File: src/design/riscvPkg.sv
// Shared widths, encodings and pipeline bundles for the three-stage RV32I core
`default_nettype none

package riscvPkg;

   typedef logic [31:0] word_t;
   typedef logic [4:0] regAddr_t;
   typedef logic [3:0] aluOp_t;
   typedef logic [1:0] resultSel_t;
   typedef logic [6:0] opcode_t;

   localparam aluOp_t aluAdd = 4'd0;
   localparam aluOp_t aluSub = 4'd1;
   localparam aluOp_t aluSll = 4'd2;
   localparam aluOp_t aluSlt = 4'd3;
   localparam aluOp_t aluSltu = 4'd4;
   localparam aluOp_t aluXor = 4'd5;
   localparam aluOp_t aluSrl = 4'd6;
   localparam aluOp_t aluSra = 4'd7;
   localparam aluOp_t aluOr = 4'd8;
   localparam aluOp_t aluAnd = 4'd9;
   localparam aluOp_t aluPassB = 4'd10;

   // Writeback value source
   localparam resultSel_t resAlu = 2'd0;
   localparam resultSel_t resLoad = 2'd1;
   localparam resultSel_t resLink = 2'd2;

   localparam opcode_t opcOp = 7'b0110011;
   localparam opcode_t opcOpImm = 7'b0010011;
   localparam opcode_t opcLui = 7'b0110111;
   localparam opcode_t opcAuipc = 7'b0010111;
   localparam opcode_t opcJal = 7'b1101111;
   localparam opcode_t opcJalr = 7'b1100111;
   localparam opcode_t opcBranch = 7'b1100011;
   localparam opcode_t opcLoad = 7'b0000011;
   localparam opcode_t opcStore = 7'b0100011;

   // addi x0,x0,0
   localparam word_t nop = 32'h0000_0013;

   typedef struct packed {
      aluOp_t aluOp;
      logic useImm;
      // AUIPC and JAL put the PC on operand A
      logic usePc;
      // LUI forces operand A to zero
      logic zeroA;
      logic regWrite;
      logic memRead;
      logic memWrite;
      logic isBranch;
      logic [2:0] branchFunct3;
      logic isJal;
      logic isJalr;
      resultSel_t resultSel;
      regAddr_t rd;
      regAddr_t rs1;
      regAddr_t rs2;
      word_t imm;
   } decodeCtrl_t;

   typedef struct packed {
      logic valid;
      logic regWrite;
      regAddr_t rd;
      resultSel_t resultSel;
      word_t aluResult;
      word_t linkPc;
   } wbBus_t;

endpackage

`default_nettype wire
File: src/design/riscv150.sv
// Top level of the RV32I pipeline, memories attach through the icache and dcache ports
`timescale 1ns/100ps
`default_nettype none

module riscv150 #(
   parameter int pcWidth = 14
) (
   input wire clk,
   input wire rst,
   input wire stall,
   output riscvPkg::word_t icacheAddr,
   input wire riscvPkg::word_t instruction,
   output riscvPkg::word_t dcacheAddr,
   output logic dcacheRe,
   output logic [3:0] dcacheWe,
   output riscvPkg::word_t dcacheDin,
   // Must hold its last read while dcacheRe is low
   input wire riscvPkg::word_t dcacheDout
);

   logic redirect;
   logic [pcWidth-1:0] redirectPc;
   logic [pcWidth-1:0] exPc;
   logic exValid;
   riscvPkg::decodeCtrl_t ctrl;
   riscvPkg::word_t rd1;
   riscvPkg::word_t rd2;
   riscvPkg::wbBus_t toWb;
   riscvPkg::wbBus_t wbFwd;
   riscvPkg::word_t wbValue;
   logic wrEn;
   riscvPkg::regAddr_t wrAddr;
   riscvPkg::word_t wrData;

   fetchUnit #(.pcWidth(pcWidth)) u_fetchUnit (
      .clk(clk), .rst(rst), .stall(stall),
      .redirect(redirect), .redirectPc(redirectPc),
      .icacheAddr(icacheAddr), .exPc(exPc), .exValid(exValid)
   );

   instrDecode u_instrDecode (
      .instruction(instruction), .ctrl(ctrl)
   );

   regFile u_regFile (
      .clk(clk), .rst(rst),
      .rs1(ctrl.rs1), .rs2(ctrl.rs2), .rd1(rd1), .rd2(rd2),
      .wrEn(wrEn), .wrAddr(wrAddr), .wrData(wrData)
   );

   aluExecute #(.pcWidth(pcWidth)) u_aluExecute (
      .clk(clk), .rst(rst), .stall(stall),
      .ctrl(ctrl), .rd1(rd1), .rd2(rd2), .exPc(exPc), .exValid(exValid),
      .wbFwd(wbFwd), .wbValue(wbValue),
      .redirect(redirect), .redirectPc(redirectPc),
      .dcacheAddr(dcacheAddr), .dcacheRe(dcacheRe), .dcacheWe(dcacheWe),
      .dcacheDin(dcacheDin), .toWb(toWb)
   );

   resultStage u_resultStage (
      .clk(clk), .rst(rst), .stall(stall),
      .toWb(toWb), .dcacheDout(dcacheDout),
      .wbFwd(wbFwd), .wbValue(wbValue),
      .wrEn(wrEn), .wrAddr(wrAddr), .wrData(wrData)
   );

endmodule

`default_nettype wire

File: src/design/resultStage.sv
// Writeback stage, picks the result for the register file and feeds it back for forwarding
`timescale 1ns/100ps
`default_nettype none

module resultStage (
   input wire clk,
   input wire rst,
   input wire stall,
   input wire riscvPkg::wbBus_t toWb,
   input wire riscvPkg::word_t dcacheDout,
   output riscvPkg::wbBus_t wbFwd,
   output riscvPkg::word_t wbValue,
   output logic wrEn,
   output riscvPkg::regAddr_t wrAddr,
   output riscvPkg::word_t wrData
);

   always_ff @(posedge clk)
   begin
      if (rst)
      begin
         wbFwd <= '0;
      end
      else if (!stall)
      begin
         wbFwd <= toWb;
      end
   end

   // Load data arrives from memory in this cycle
   always_comb
   begin
      case (wbFwd.resultSel)
         riscvPkg::resLoad: wbValue = dcacheDout;
         riscvPkg::resLink: wbValue = wbFwd.linkPc;
         default: wbValue = wbFwd.aluResult;
      endcase
   end

   assign wrEn = wbFwd.valid && wbFwd.regWrite && wbFwd.rd != '0 && !stall;
   assign wrAddr = wbFwd.rd;
   assign wrData = wbValue;

endmodule

`default_nettype wire

File: src/design/aluExecute.sv
// Execute stage with forwarding, ALU, branch and jump resolution and the data memory request
`timescale 1ns/100ps
`default_nettype none

module aluExecute #(
   parameter int pcWidth = 14
) (
   input wire clk,
   input wire rst,
   input wire stall,
   input wire riscvPkg::decodeCtrl_t ctrl,
   input wire riscvPkg::word_t rd1,
   input wire riscvPkg::word_t rd2,
   input wire logic [pcWidth-1:0] exPc,
   input wire exValid,
   input wire riscvPkg::wbBus_t wbFwd,
   input wire riscvPkg::word_t wbValue,
   output logic redirect,
   output logic [pcWidth-1:0] redirectPc,
   output riscvPkg::word_t dcacheAddr,
   output logic dcacheRe,
   output logic [3:0] dcacheWe,
   output riscvPkg::word_t dcacheDin,
   output riscvPkg::wbBus_t toWb
);

   logic wbWrites;
   logic taken;
   logic isJump;
   logic memEnable;
   riscvPkg::word_t srcA;
   riscvPkg::word_t srcB;
   riscvPkg::word_t opA;
   riscvPkg::word_t opB;
   riscvPkg::word_t aluResult;
   riscvPkg::word_t branchTarget;
   riscvPkg::word_t nextPc;

   // Writeback result bypasses the file for the instruction right behind it
   assign wbWrites = wbFwd.valid && wbFwd.regWrite && wbFwd.rd != '0;
   assign srcA = (wbWrites && wbFwd.rd == ctrl.rs1) ? wbValue : rd1;
   assign srcB = (wbWrites && wbFwd.rd == ctrl.rs2) ? wbValue : rd2;

   assign opA = ctrl.zeroA ? '0 : (ctrl.usePc ? riscvPkg::word_t'(exPc) : srcA);
   assign opB = ctrl.useImm ? ctrl.imm : srcB;

   always_comb
   begin
      case (ctrl.aluOp)
         riscvPkg::aluAdd: aluResult = opA + opB;
         riscvPkg::aluSub: aluResult = opA - opB;
         riscvPkg::aluSll: aluResult = opA << opB[4:0];
         riscvPkg::aluSlt: aluResult = {31'b0, $signed(opA) < $signed(opB)};
         riscvPkg::aluSltu: aluResult = {31'b0, opA < opB};
         riscvPkg::aluXor: aluResult = opA ^ opB;
         riscvPkg::aluSrl: aluResult = opA >> opB[4:0];
         riscvPkg::aluSra: aluResult = $signed(opA) >>> opB[4:0];
         riscvPkg::aluOr: aluResult = opA | opB;
         riscvPkg::aluAnd: aluResult = opA & opB;
         riscvPkg::aluPassB: aluResult = opB;
         default: aluResult = '0;
      endcase
   end

   always_comb
   begin
      case (ctrl.branchFunct3)
         3'b000: taken = srcA == srcB;
         3'b001: taken = srcA != srcB;
         3'b100: taken = $signed(srcA) < $signed(srcB);
         3'b101: taken = $signed(srcA) >= $signed(srcB);
         3'b110: taken = srcA < srcB;
         3'b111: taken = srcA >= srcB;
         default: taken = 1'b0;
      endcase
   end

   // Jump targets come out of the ALU, JALR drops bit 0
   assign isJump = ctrl.isJal || ctrl.isJalr;
   assign branchTarget = riscvPkg::word_t'(exPc) + ctrl.imm;
   assign nextPc = isJump ? {aluResult[31:1], aluResult[0] & !ctrl.isJalr} : branchTarget;
   assign redirect = exValid && (isJump || (ctrl.isBranch && taken));
   assign redirectPc = nextPc[pcWidth-1:0];

   assign memEnable = exValid && !stall;
   assign dcacheAddr = aluResult;
   assign dcacheRe = memEnable && ctrl.memRead;
   assign dcacheWe = {4{memEnable && ctrl.memWrite}};
   assign dcacheDin = srcB;

   always_comb
   begin
      toWb.valid = exValid;
      toWb.regWrite = ctrl.regWrite;
      toWb.rd = ctrl.rd;
      toWb.resultSel = ctrl.resultSel;
      toWb.aluResult = aluResult;
      toWb.linkPc = riscvPkg::word_t'(exPc + pcWidth'(4));
   end

   // Decode never asks for a load and a store at once
   assert property (@(posedge clk) disable iff (rst) !(dcacheRe && dcacheWe != 4'b0));

endmodule

`default_nettype wire

File: src/design/instrDecode.sv
// Combinational decoder turning the execute-stage instruction word into the control bundle
`timescale 1ns/100ps
`default_nettype none

module instrDecode (
   input wire riscvPkg::word_t instruction,
   output riscvPkg::decodeCtrl_t ctrl
);

   logic knownOpcode;
   riscvPkg::word_t instr;
   riscvPkg::opcode_t opcode;
   logic [2:0] funct3;
   logic [6:0] funct7;
   riscvPkg::word_t immI;
   riscvPkg::word_t immS;
   riscvPkg::word_t immB;
   riscvPkg::word_t immU;
   riscvPkg::word_t immJ;
   riscvPkg::aluOp_t arithOp;

   always_comb
   begin
      case (instruction[6:0])
         riscvPkg::opcOp, riscvPkg::opcOpImm, riscvPkg::opcLui, riscvPkg::opcAuipc,
         riscvPkg::opcJal, riscvPkg::opcJalr, riscvPkg::opcBranch, riscvPkg::opcLoad,
         riscvPkg::opcStore: knownOpcode = 1'b1;
         default: knownOpcode = 1'b0;
      endcase
   end

   // Anything outside the subset runs as a plain nop
   assign instr = knownOpcode ? instruction : riscvPkg::nop;

   assign opcode = instr[6:0];
   assign funct3 = instr[14:12];
   assign funct7 = instr[31:25];

   assign immI = {{20{instr[31]}}, instr[31:20]};
   assign immS = {{20{instr[31]}}, instr[31:25], instr[11:7]};
   assign immB = {{19{instr[31]}}, instr[31], instr[7], instr[30:25], instr[11:8], 1'b0};
   assign immU = {instr[31:12], 12'b0};
   assign immJ = {{11{instr[31]}}, instr[31], instr[19:12], instr[20], instr[30:21], 1'b0};

   // Bit 30 picks sub and sra; addi has no sub form
   always_comb
   begin
      case (funct3)
         3'b000: arithOp = (opcode == riscvPkg::opcOp && funct7[5]) ?
                           riscvPkg::aluSub : riscvPkg::aluAdd;
         3'b001: arithOp = riscvPkg::aluSll;
         3'b010: arithOp = riscvPkg::aluSlt;
         3'b011: arithOp = riscvPkg::aluSltu;
         3'b100: arithOp = riscvPkg::aluXor;
         3'b101: arithOp = funct7[5] ? riscvPkg::aluSra : riscvPkg::aluSrl;
         3'b110: arithOp = riscvPkg::aluOr;
         default: arithOp = riscvPkg::aluAnd;
      endcase
   end

   always_comb
   begin
      ctrl = '0;
      ctrl.aluOp = riscvPkg::aluAdd;
      ctrl.resultSel = riscvPkg::resAlu;
      ctrl.rd = instr[11:7];
      ctrl.rs1 = instr[19:15];
      ctrl.rs2 = instr[24:20];
      ctrl.branchFunct3 = funct3;
      case (opcode)
         riscvPkg::opcOp:
         begin
            ctrl.aluOp = arithOp;
            ctrl.regWrite = 1'b1;
         end
         riscvPkg::opcOpImm:
         begin
            ctrl.aluOp = arithOp;
            ctrl.useImm = 1'b1;
            ctrl.regWrite = 1'b1;
            ctrl.imm = immI;
         end
         riscvPkg::opcLui:
         begin
            ctrl.aluOp = riscvPkg::aluPassB;
            ctrl.zeroA = 1'b1;
            ctrl.useImm = 1'b1;
            ctrl.regWrite = 1'b1;
            ctrl.imm = immU;
         end
         riscvPkg::opcAuipc:
         begin
            ctrl.usePc = 1'b1;
            ctrl.useImm = 1'b1;
            ctrl.regWrite = 1'b1;
            ctrl.imm = immU;
         end
         riscvPkg::opcJal:
         begin
            ctrl.isJal = 1'b1;
            ctrl.usePc = 1'b1;
            ctrl.useImm = 1'b1;
            ctrl.regWrite = 1'b1;
            ctrl.resultSel = riscvPkg::resLink;
            ctrl.imm = immJ;
         end
         riscvPkg::opcJalr:
         begin
            ctrl.isJalr = 1'b1;
            ctrl.useImm = 1'b1;
            ctrl.regWrite = 1'b1;
            ctrl.resultSel = riscvPkg::resLink;
            ctrl.imm = immI;
         end
         riscvPkg::opcBranch:
         begin
            ctrl.isBranch = 1'b1;
            ctrl.imm = immB;
         end
         riscvPkg::opcLoad:
         begin
            ctrl.memRead = 1'b1;
            ctrl.useImm = 1'b1;
            ctrl.regWrite = 1'b1;
            ctrl.resultSel = riscvPkg::resLoad;
            ctrl.imm = immI;
         end
         riscvPkg::opcStore:
         begin
            ctrl.memWrite = 1'b1;
            ctrl.useImm = 1'b1;
            ctrl.imm = immS;
         end
         default: ctrl.regWrite = 1'b0;
      endcase
   end

endmodule

`default_nettype wire

File: src/design/fetchUnit.sv
// Fetch stage, keeps the PC and hands the fetched address to execute with its valid bit
`timescale 1ns/100ps
`default_nettype none

module fetchUnit #(
   parameter int pcWidth = 14
) (
   input wire clk,
   input wire rst,
   input wire stall,
   input wire redirect,
   input wire logic [pcWidth-1:0] redirectPc,
   output riscvPkg::word_t icacheAddr,
   output logic [pcWidth-1:0] exPc,
   output logic exValid
);

   logic [pcWidth-1:0] pc;

   // Instruction memory reads every cycle, so a stall re-reads the word now in execute
   assign icacheAddr = riscvPkg::word_t'(stall ? exPc : pc);

   always_ff @(posedge clk)
   begin
      if (rst)
      begin
         pc <= '0;
         exPc <= '0;
         exValid <= 1'b0;
      end
      else if (!stall)
      begin
         exPc <= pc;
         // Word fetched in the redirect cycle is off the taken path
         exValid <= !redirect;
         pc <= redirect ? redirectPc : pc + pcWidth'(4);
      end
   end

   // Redirect targets from execute must stay word aligned
   assert property (@(posedge clk) disable iff (rst) icacheAddr[1:0] == 2'b00);

endmodule

`default_nettype wire

File: src/design/regFile.sv
// Integer register file with two combinational read ports and one write port, x0 tied to zero
`timescale 1ns/100ps
`default_nettype none

module regFile (
   input wire clk,
   input wire rst,
   input wire riscvPkg::regAddr_t rs1,
   input wire riscvPkg::regAddr_t rs2,
   output riscvPkg::word_t rd1,
   output riscvPkg::word_t rd2,
   input wire wrEn,
   input wire riscvPkg::regAddr_t wrAddr,
   input wire riscvPkg::word_t wrData
);

   // x0 keeps a slot that only reset writes
   riscvPkg::word_t regs [0:31];

   always_ff @(posedge clk)
   begin
      if (rst)
      begin
         regs[0] <= '0;
      end
      else if (wrEn && wrAddr != '0)
      begin
         regs[wrAddr] <= wrData;
      end
   end

   assign rd1 = regs[rs1];
   assign rd2 = regs[rs2];

   // Writes aimed at x0 never reach its slot
   assert property (@(posedge clk) disable iff (rst) rs1 == '0 |-> rd1 == '0);

endmodule

`default_nettype wire

File: config.mk
export PLATFORM = sky130hd
export DESIGN_NAME = riscv150
export DESIGN_NICKNAME = d
export VERILOG_FILES = /design/src/design/riscvPkg.sv /design/src/design/riscv150.sv /design/src/design/resultStage.sv /design/src/design/aluExecute.sv /design/src/design/instrDecode.sv /design/src/design/fetchUnit.sv /design/src/design/regFile.sv
export SDC_FILE = /design/constraint.sdc
export NUM_CORES = 2
export LEC_CHECK = 0
export BUFFER_PORTS_ARGS = -buffer_cell sky130_fd_sc_hd__buf_2
export CORE_ASPECT_RATIO = 1.25
export CORE_MARGIN = 5
export CORE_UTILIZATION = 65
export DETAILED_ROUTE_END_ITERATION = 12
export PLACE_DENSITY = 0.82
export SYNTH_ARGS = -nofsm -noshare
export SYNTH_HDL_FRONTEND = slang
export SYNTH_HIERARCHICAL = 1
export SYNTH_SLANG_ARGS = --single-unit
File: constraint.sdc
create_clock -name clk -period 22.9 [get_ports clk]
set_input_delay 2.29 -clock clk [delete_from_list [all_inputs] [get_ports clk]]
set_output_delay 2.29 -clock clk [all_outputs]
set_load 0.03 [all_outputs]
# == Word level (Yosys, flattened, before mapping) ==
# Memories as Yosys holds them, arrays and structs flattened.
# Index checks and enable logic that the tools add are counted.
# classes
n_addsub,5
n_mul,0
n_div,0
order_cmp,6
n_eq_ne,41
shifts,3
muxes,36
n_bitwise,4
reduce_logical,29
# op_table
operator,count
$pmux 32 s11,1
$mux 32,7
$pmux 32 s5,1
$lt 32x32->1,4
$ge 32x32->1,2
$pmux 32 s2,1
$eq 7x6->1 const B,6
$eq 7x7->1 const B,6
$mux 14,3
$add 32x32->32,1
$and 32x32->32,1
$eq 32x32->1,1
$ne 32x32->1,1
$or 32x32->32,1
$reduce_or 32->1,1
$shl 32x5->32,1
$shr 32x5->32,1
$sshr 32x5->32,1
$sub 32x32->32,1
$xor 32x32->32,1
$eq 7x5->1 const B,4
$pmux 4 s7,1
$mux 1,18
$eq 4x3->1 const B,4
28 further kinds,55
# word_totals
register_bits,102
latch_bits,0
ramBits,1024
rom_bits,0
elab_cells,134
mem_count,1
# memory_table
memory,words,width,read_ports,rd_clocked_by_memory_dff,wr,line,source
u_regFile.regs,32,32,2,0,1,regFile.sv:18,riscvPkg::word_t regs [0:31];

# == Depth between registers and ports, before layout ==
# depth
ltp_word,14
mapped_depth,37
depth_no_buf,28

# == Modules after synthesis ==
# Netlist, hierarchy kept.
# by_module_without_submodules
mod,instances,cells_each,area_each_um2,seq_area_each_um2
regFile,1,3431,48998.2,30749.5
aluExecute,1,1988,13456.7,0.0
resultStage,1,389,3543.4,1461.4
fetchUnit,1,173,1500.2,580.6
instrDecode,1,129,853.3,0.0

# == Worst setup path after synthesis ==
# No wires, ideal clock.
# synth_path
path_kind,input port to output port
start,input port instruction[3]
end,output port dcacheAddr[26]
arrival_ps,8919
path_slack_ps,11691
stages,33
n_path_buf,11
cell_sequence,buf_6 nand3b_4 a22o_4 a21oi_4 buf_4 and2_1 buf_4 buf_6 buf_6 buf_4 mux2i_1 nand2_1 a31oi_1 nand3_1 o211a_1 a221o_1 buf_6 buf_6 buf_2 buf_2 buf_2 ha_1 fa_1 a21o_1 a21oi_1 o21ai_0 a31o_2 o21a_1 a311oi_1 o211a_1 o22a_1 a21oi_1 or4_1
# synth_lines
item,line,source
"start, declared",riscv150.sv:12,"input wire riscvPkg::word_t instruction,"
"end, declared",riscv150.sv:13,"output riscvPkg::word_t dcacheAddr,"

==> impl_metrics.tcl <==
set metrics [dict create \
    final_common_cell "mux2i_1" \
    layout-drive-gt1-share 0.1074 \
    setup_violations 0 \
    final_util 0.6919 \
    firstDrtPassIters 7 \
    antenna_found_initial 22 \
    wl_per_cell_um 35.49 \
    vias 56130 \
    grtUsageTotal 0.4524 \
    grt_max_degree 151 \
    wirelength_mm 263.9 \
    worstPathRequired_ns 20.61 \
    postCtsSetupBuffers 0 \
    place_ws_ns 8.790 \
    ys.warnings.count 6 \
    die_x_um 300.0 \
    drt_iter0_markers 8713 \
    cap_violations 0 \
    yosysUniqueCellTypes 113 \
    leakage_nw 22.66 \
    async_flop_share 0 \
    die-area_um2 111800 \
    finalPower_mw 4.757 \
    worst_pin_slew_ns 1.281 \
    route.detailed.drc 0 \
    postSynthCellCount 6110 \
    cts_max_path_buffers 3 \
    start_kind "input pin" \
    holdWs_ns 0.4811 \
    fin_ws_ns 8.254 \
    dpl.cell_count 7227 \
    cts_sinks 1126 \
    grt_pass1_wl_mm 369.3 \
    cts_tree "yes" \
    relSlewSlack 0.1431 \
    postCtsResizedCells 0 \
    period_needed_ns 14.65 \
    clock_skew_ns 0.04661 \
    cp_max_fo 49 \
    critPathCaptureType "primary output" \
    crit_type "input pin to primary output" \
    hpwlAfterDp_mm 165.6 \
    numPortBuffers 149 \
    ys_seq_elements 1126 \
    grt-ovfl-total 0 \
    mostFrequentLayoutCells "1,208 x mux2i_1, 1,024 x edfxtp_1, 413 x nand2_1" \
    netlist_area_um2 68350 \
    ant_nets 0 \
    outcome "finished clean" \
    fill_cells 7293 \
    clock_latency_ns 0.73 \
    instances_no_fill 7437 \
    post_dp_cell_area_um2 69080 \
    area_delta_synth_final_pct 6.129 \
    nets 6200 \
    routed_via_density 7.548 \
    start_util 0.6520 \
    seq_area_frac_synth 0.4797 \
    fin_area_um2 72540 \
    ir_worst_vdd_mv 0.06287 \
    rows 133 \
    seqCellArea_um2 32790 \
    powerDensity_nw_per_um2 65.58 \
    core_um2 104800 \
    slew_viol_final 0 \
    gp_congestion 1.080 \
    max_freq_mhz 68.28 \
    die-height_um 372.6 \
    grt_pass1_vias 53940 \
    hold_buffers 0 \
    critPathArrivalTime_ns 12.36 \
    finalSetupTns_ns 0 \
    hold_path.class "register to register" \
    multi_input_area_um2 32100 \
    finalHoldViolCount 0 \
    clkTransAtPathRegs_ns 0.06 \
    htree_levels 3 \
    syn_avg_cell_area_um2 11.19 \
    rsz0062_at_grt "false" \
    synth_flop_cell "edfxtp_1" \
    finalCritPeriodShare 0.6396 \
    pin_count 168 \
    synth_edf_count 1024 \
    cts_inserted_buffers 106 \
    cts_root_buf "clkbuf_16" \
]
[cells in the mapped netlist (14+ instances only)]
library cell / instances / share of area
mux2i_1: 1208 / 0.18
edfxtp_1: 1024 / 0.45
nand2_1: 415 / 0.023
a21oi_1: 357 / 0.026
nor2_1: 323 / 0.018
nand3_1: 259 / 0.019
a22oi_1: 242 / 0.027
clkbuf_1: 191 / 0.010
buf_4: 179 / 0.020
inv_1: 153 / 0.0084
ha_1: 145 / 0.027
a22o_1: 142 / 0.018
o21ai_0: 130 / 0.0095
nor3_1: 122 / 0.0089
buf_2: 102 / 0.0075
dfxtp_1: 102 / 0.030
a31oi_1: 94 / 0.0086
mux2_2: 87 / 0.014
and2_1: 68 / 0.0062
a21o_1: 48 / 0.0053
buf_6: 47 / 0.0077
nor2b_1: 40 / 0.0037
o21ai_1: 38 / 0.0028
o211ai_1: 35 / 0.0038
buf_1: 34 / 0.0019
a211oi_1: 30 / 0.0033
xnor2_1: 29 / 0.0037
a221oi_1: 28 / 0.0036
o31ai_1: 26 / 0.0029
nand2b_1: 25 / 0.0023
o22ai_1: 23 / 0.0021
o221ai_1: 20 / 0.0026
o311ai_0: 19 / 0.0024
nand4_1: 18 / 0.0016
and3_1: 15 / 0.0014
o21a_1: 14 / 0.0015
[cell families (layout without fill, tap and decap cells)]
kind of cell,Yosys count,in the layout,synth area share
and+or+nand+nor,1355,1355,0.09164
DFF,1126,1126,0.4797
other,2,50,0.0001099
adders and majority gates,148,148,0.02742
buffers and inverters,720,649,0.05803
AOI/OAI and AO/OA,1412,1412,0.1423
muxes,1310,1310,0.1961
xor gates and xnor gates,37,37,0.004741
[critical path: stages]
cell	delay, ns
buf_2	0.17
nand3b_4	0.21
a22o_4	0.29
a21oi_4	0.35
and2_4	0.81
buf_4	0.79
buf_4	0.81
mux2i_1	0.31
a22o_1	0.19
nor3_1	0.07
a31oi_1	0.35
nand3_1	0.30
mux2_2	0.41
mux2i_1	0.32
inv_1	0.09
ha_1	0.63
a21oi_1	0.11
o21a_1	0.21
o31ai_1	0.75
a31oi_1	0.35
a211oi_1	0.46
o21ai_0	0.24
a211oi_1	0.89
o21ai_0	0.40
nand2_1	0.20
buf_2	0.22
[path summary, 6_finish.rpt]
path | from | endpoint | slack [ns] | depth (start not counted)
worst max-delay path | instruction[3] | dcacheAddr[0] | 8.25 | 26
worst min-delay path | u_fetchUnit/pc[1] | u_fetchUnit/pc[1] | 0.48 | 2
worst max register to register | u_resultStage/wrAddr[4] | u_fetchUnit/pc[0] | 14.82 | 17
worst min register to register | u_fetchUnit/pc[1] | u_fetchUnit/pc[1] | 0.48 | 2
[registers in the layout (all words and copies together) (netlist names)]
signal	count
u_fetchUnit/exPc	14
u_fetchUnit/pc	14
u_fetchUnit/exValid	1
u_resultStage/wrAddr	5
u_resultStage/wbFwd	68
u_regFile/regs	1024
[metal layers]
layer	vias up	GRT usage	wire length [µm]
met3	1355	0.1181	34640
met5	-	0	43
met4	6	0.3673	26150
li1	22980	-	-
met2	4868	0.6999	117300
met1	26920	0.5346	85790
[power by group]
group	internal [mW]	total [mW]	switching, mW	leakage, nW
registers	2.22	2.23	0.00803	7.99
logic	0.224	0.770	0.547	13.0
clock network	0.972	1.76	0.789	1.66
[final cells by class]
type | count | area share
Clock buffer | 124 | 0.03779
Inverter | 156 | 0.008107
Timing Repair Buffer | 298 | 0.02634
Clock inverter | 71 | 0.009452
Multi-Input combinational cell | 4297 | 0.4425
Sequential cell | 1126 | 0.4520
Tap cell | 1350 | 0.02329
Antenna cell | 15 | 0.0005174
Power figures use the tool's default switching activity.
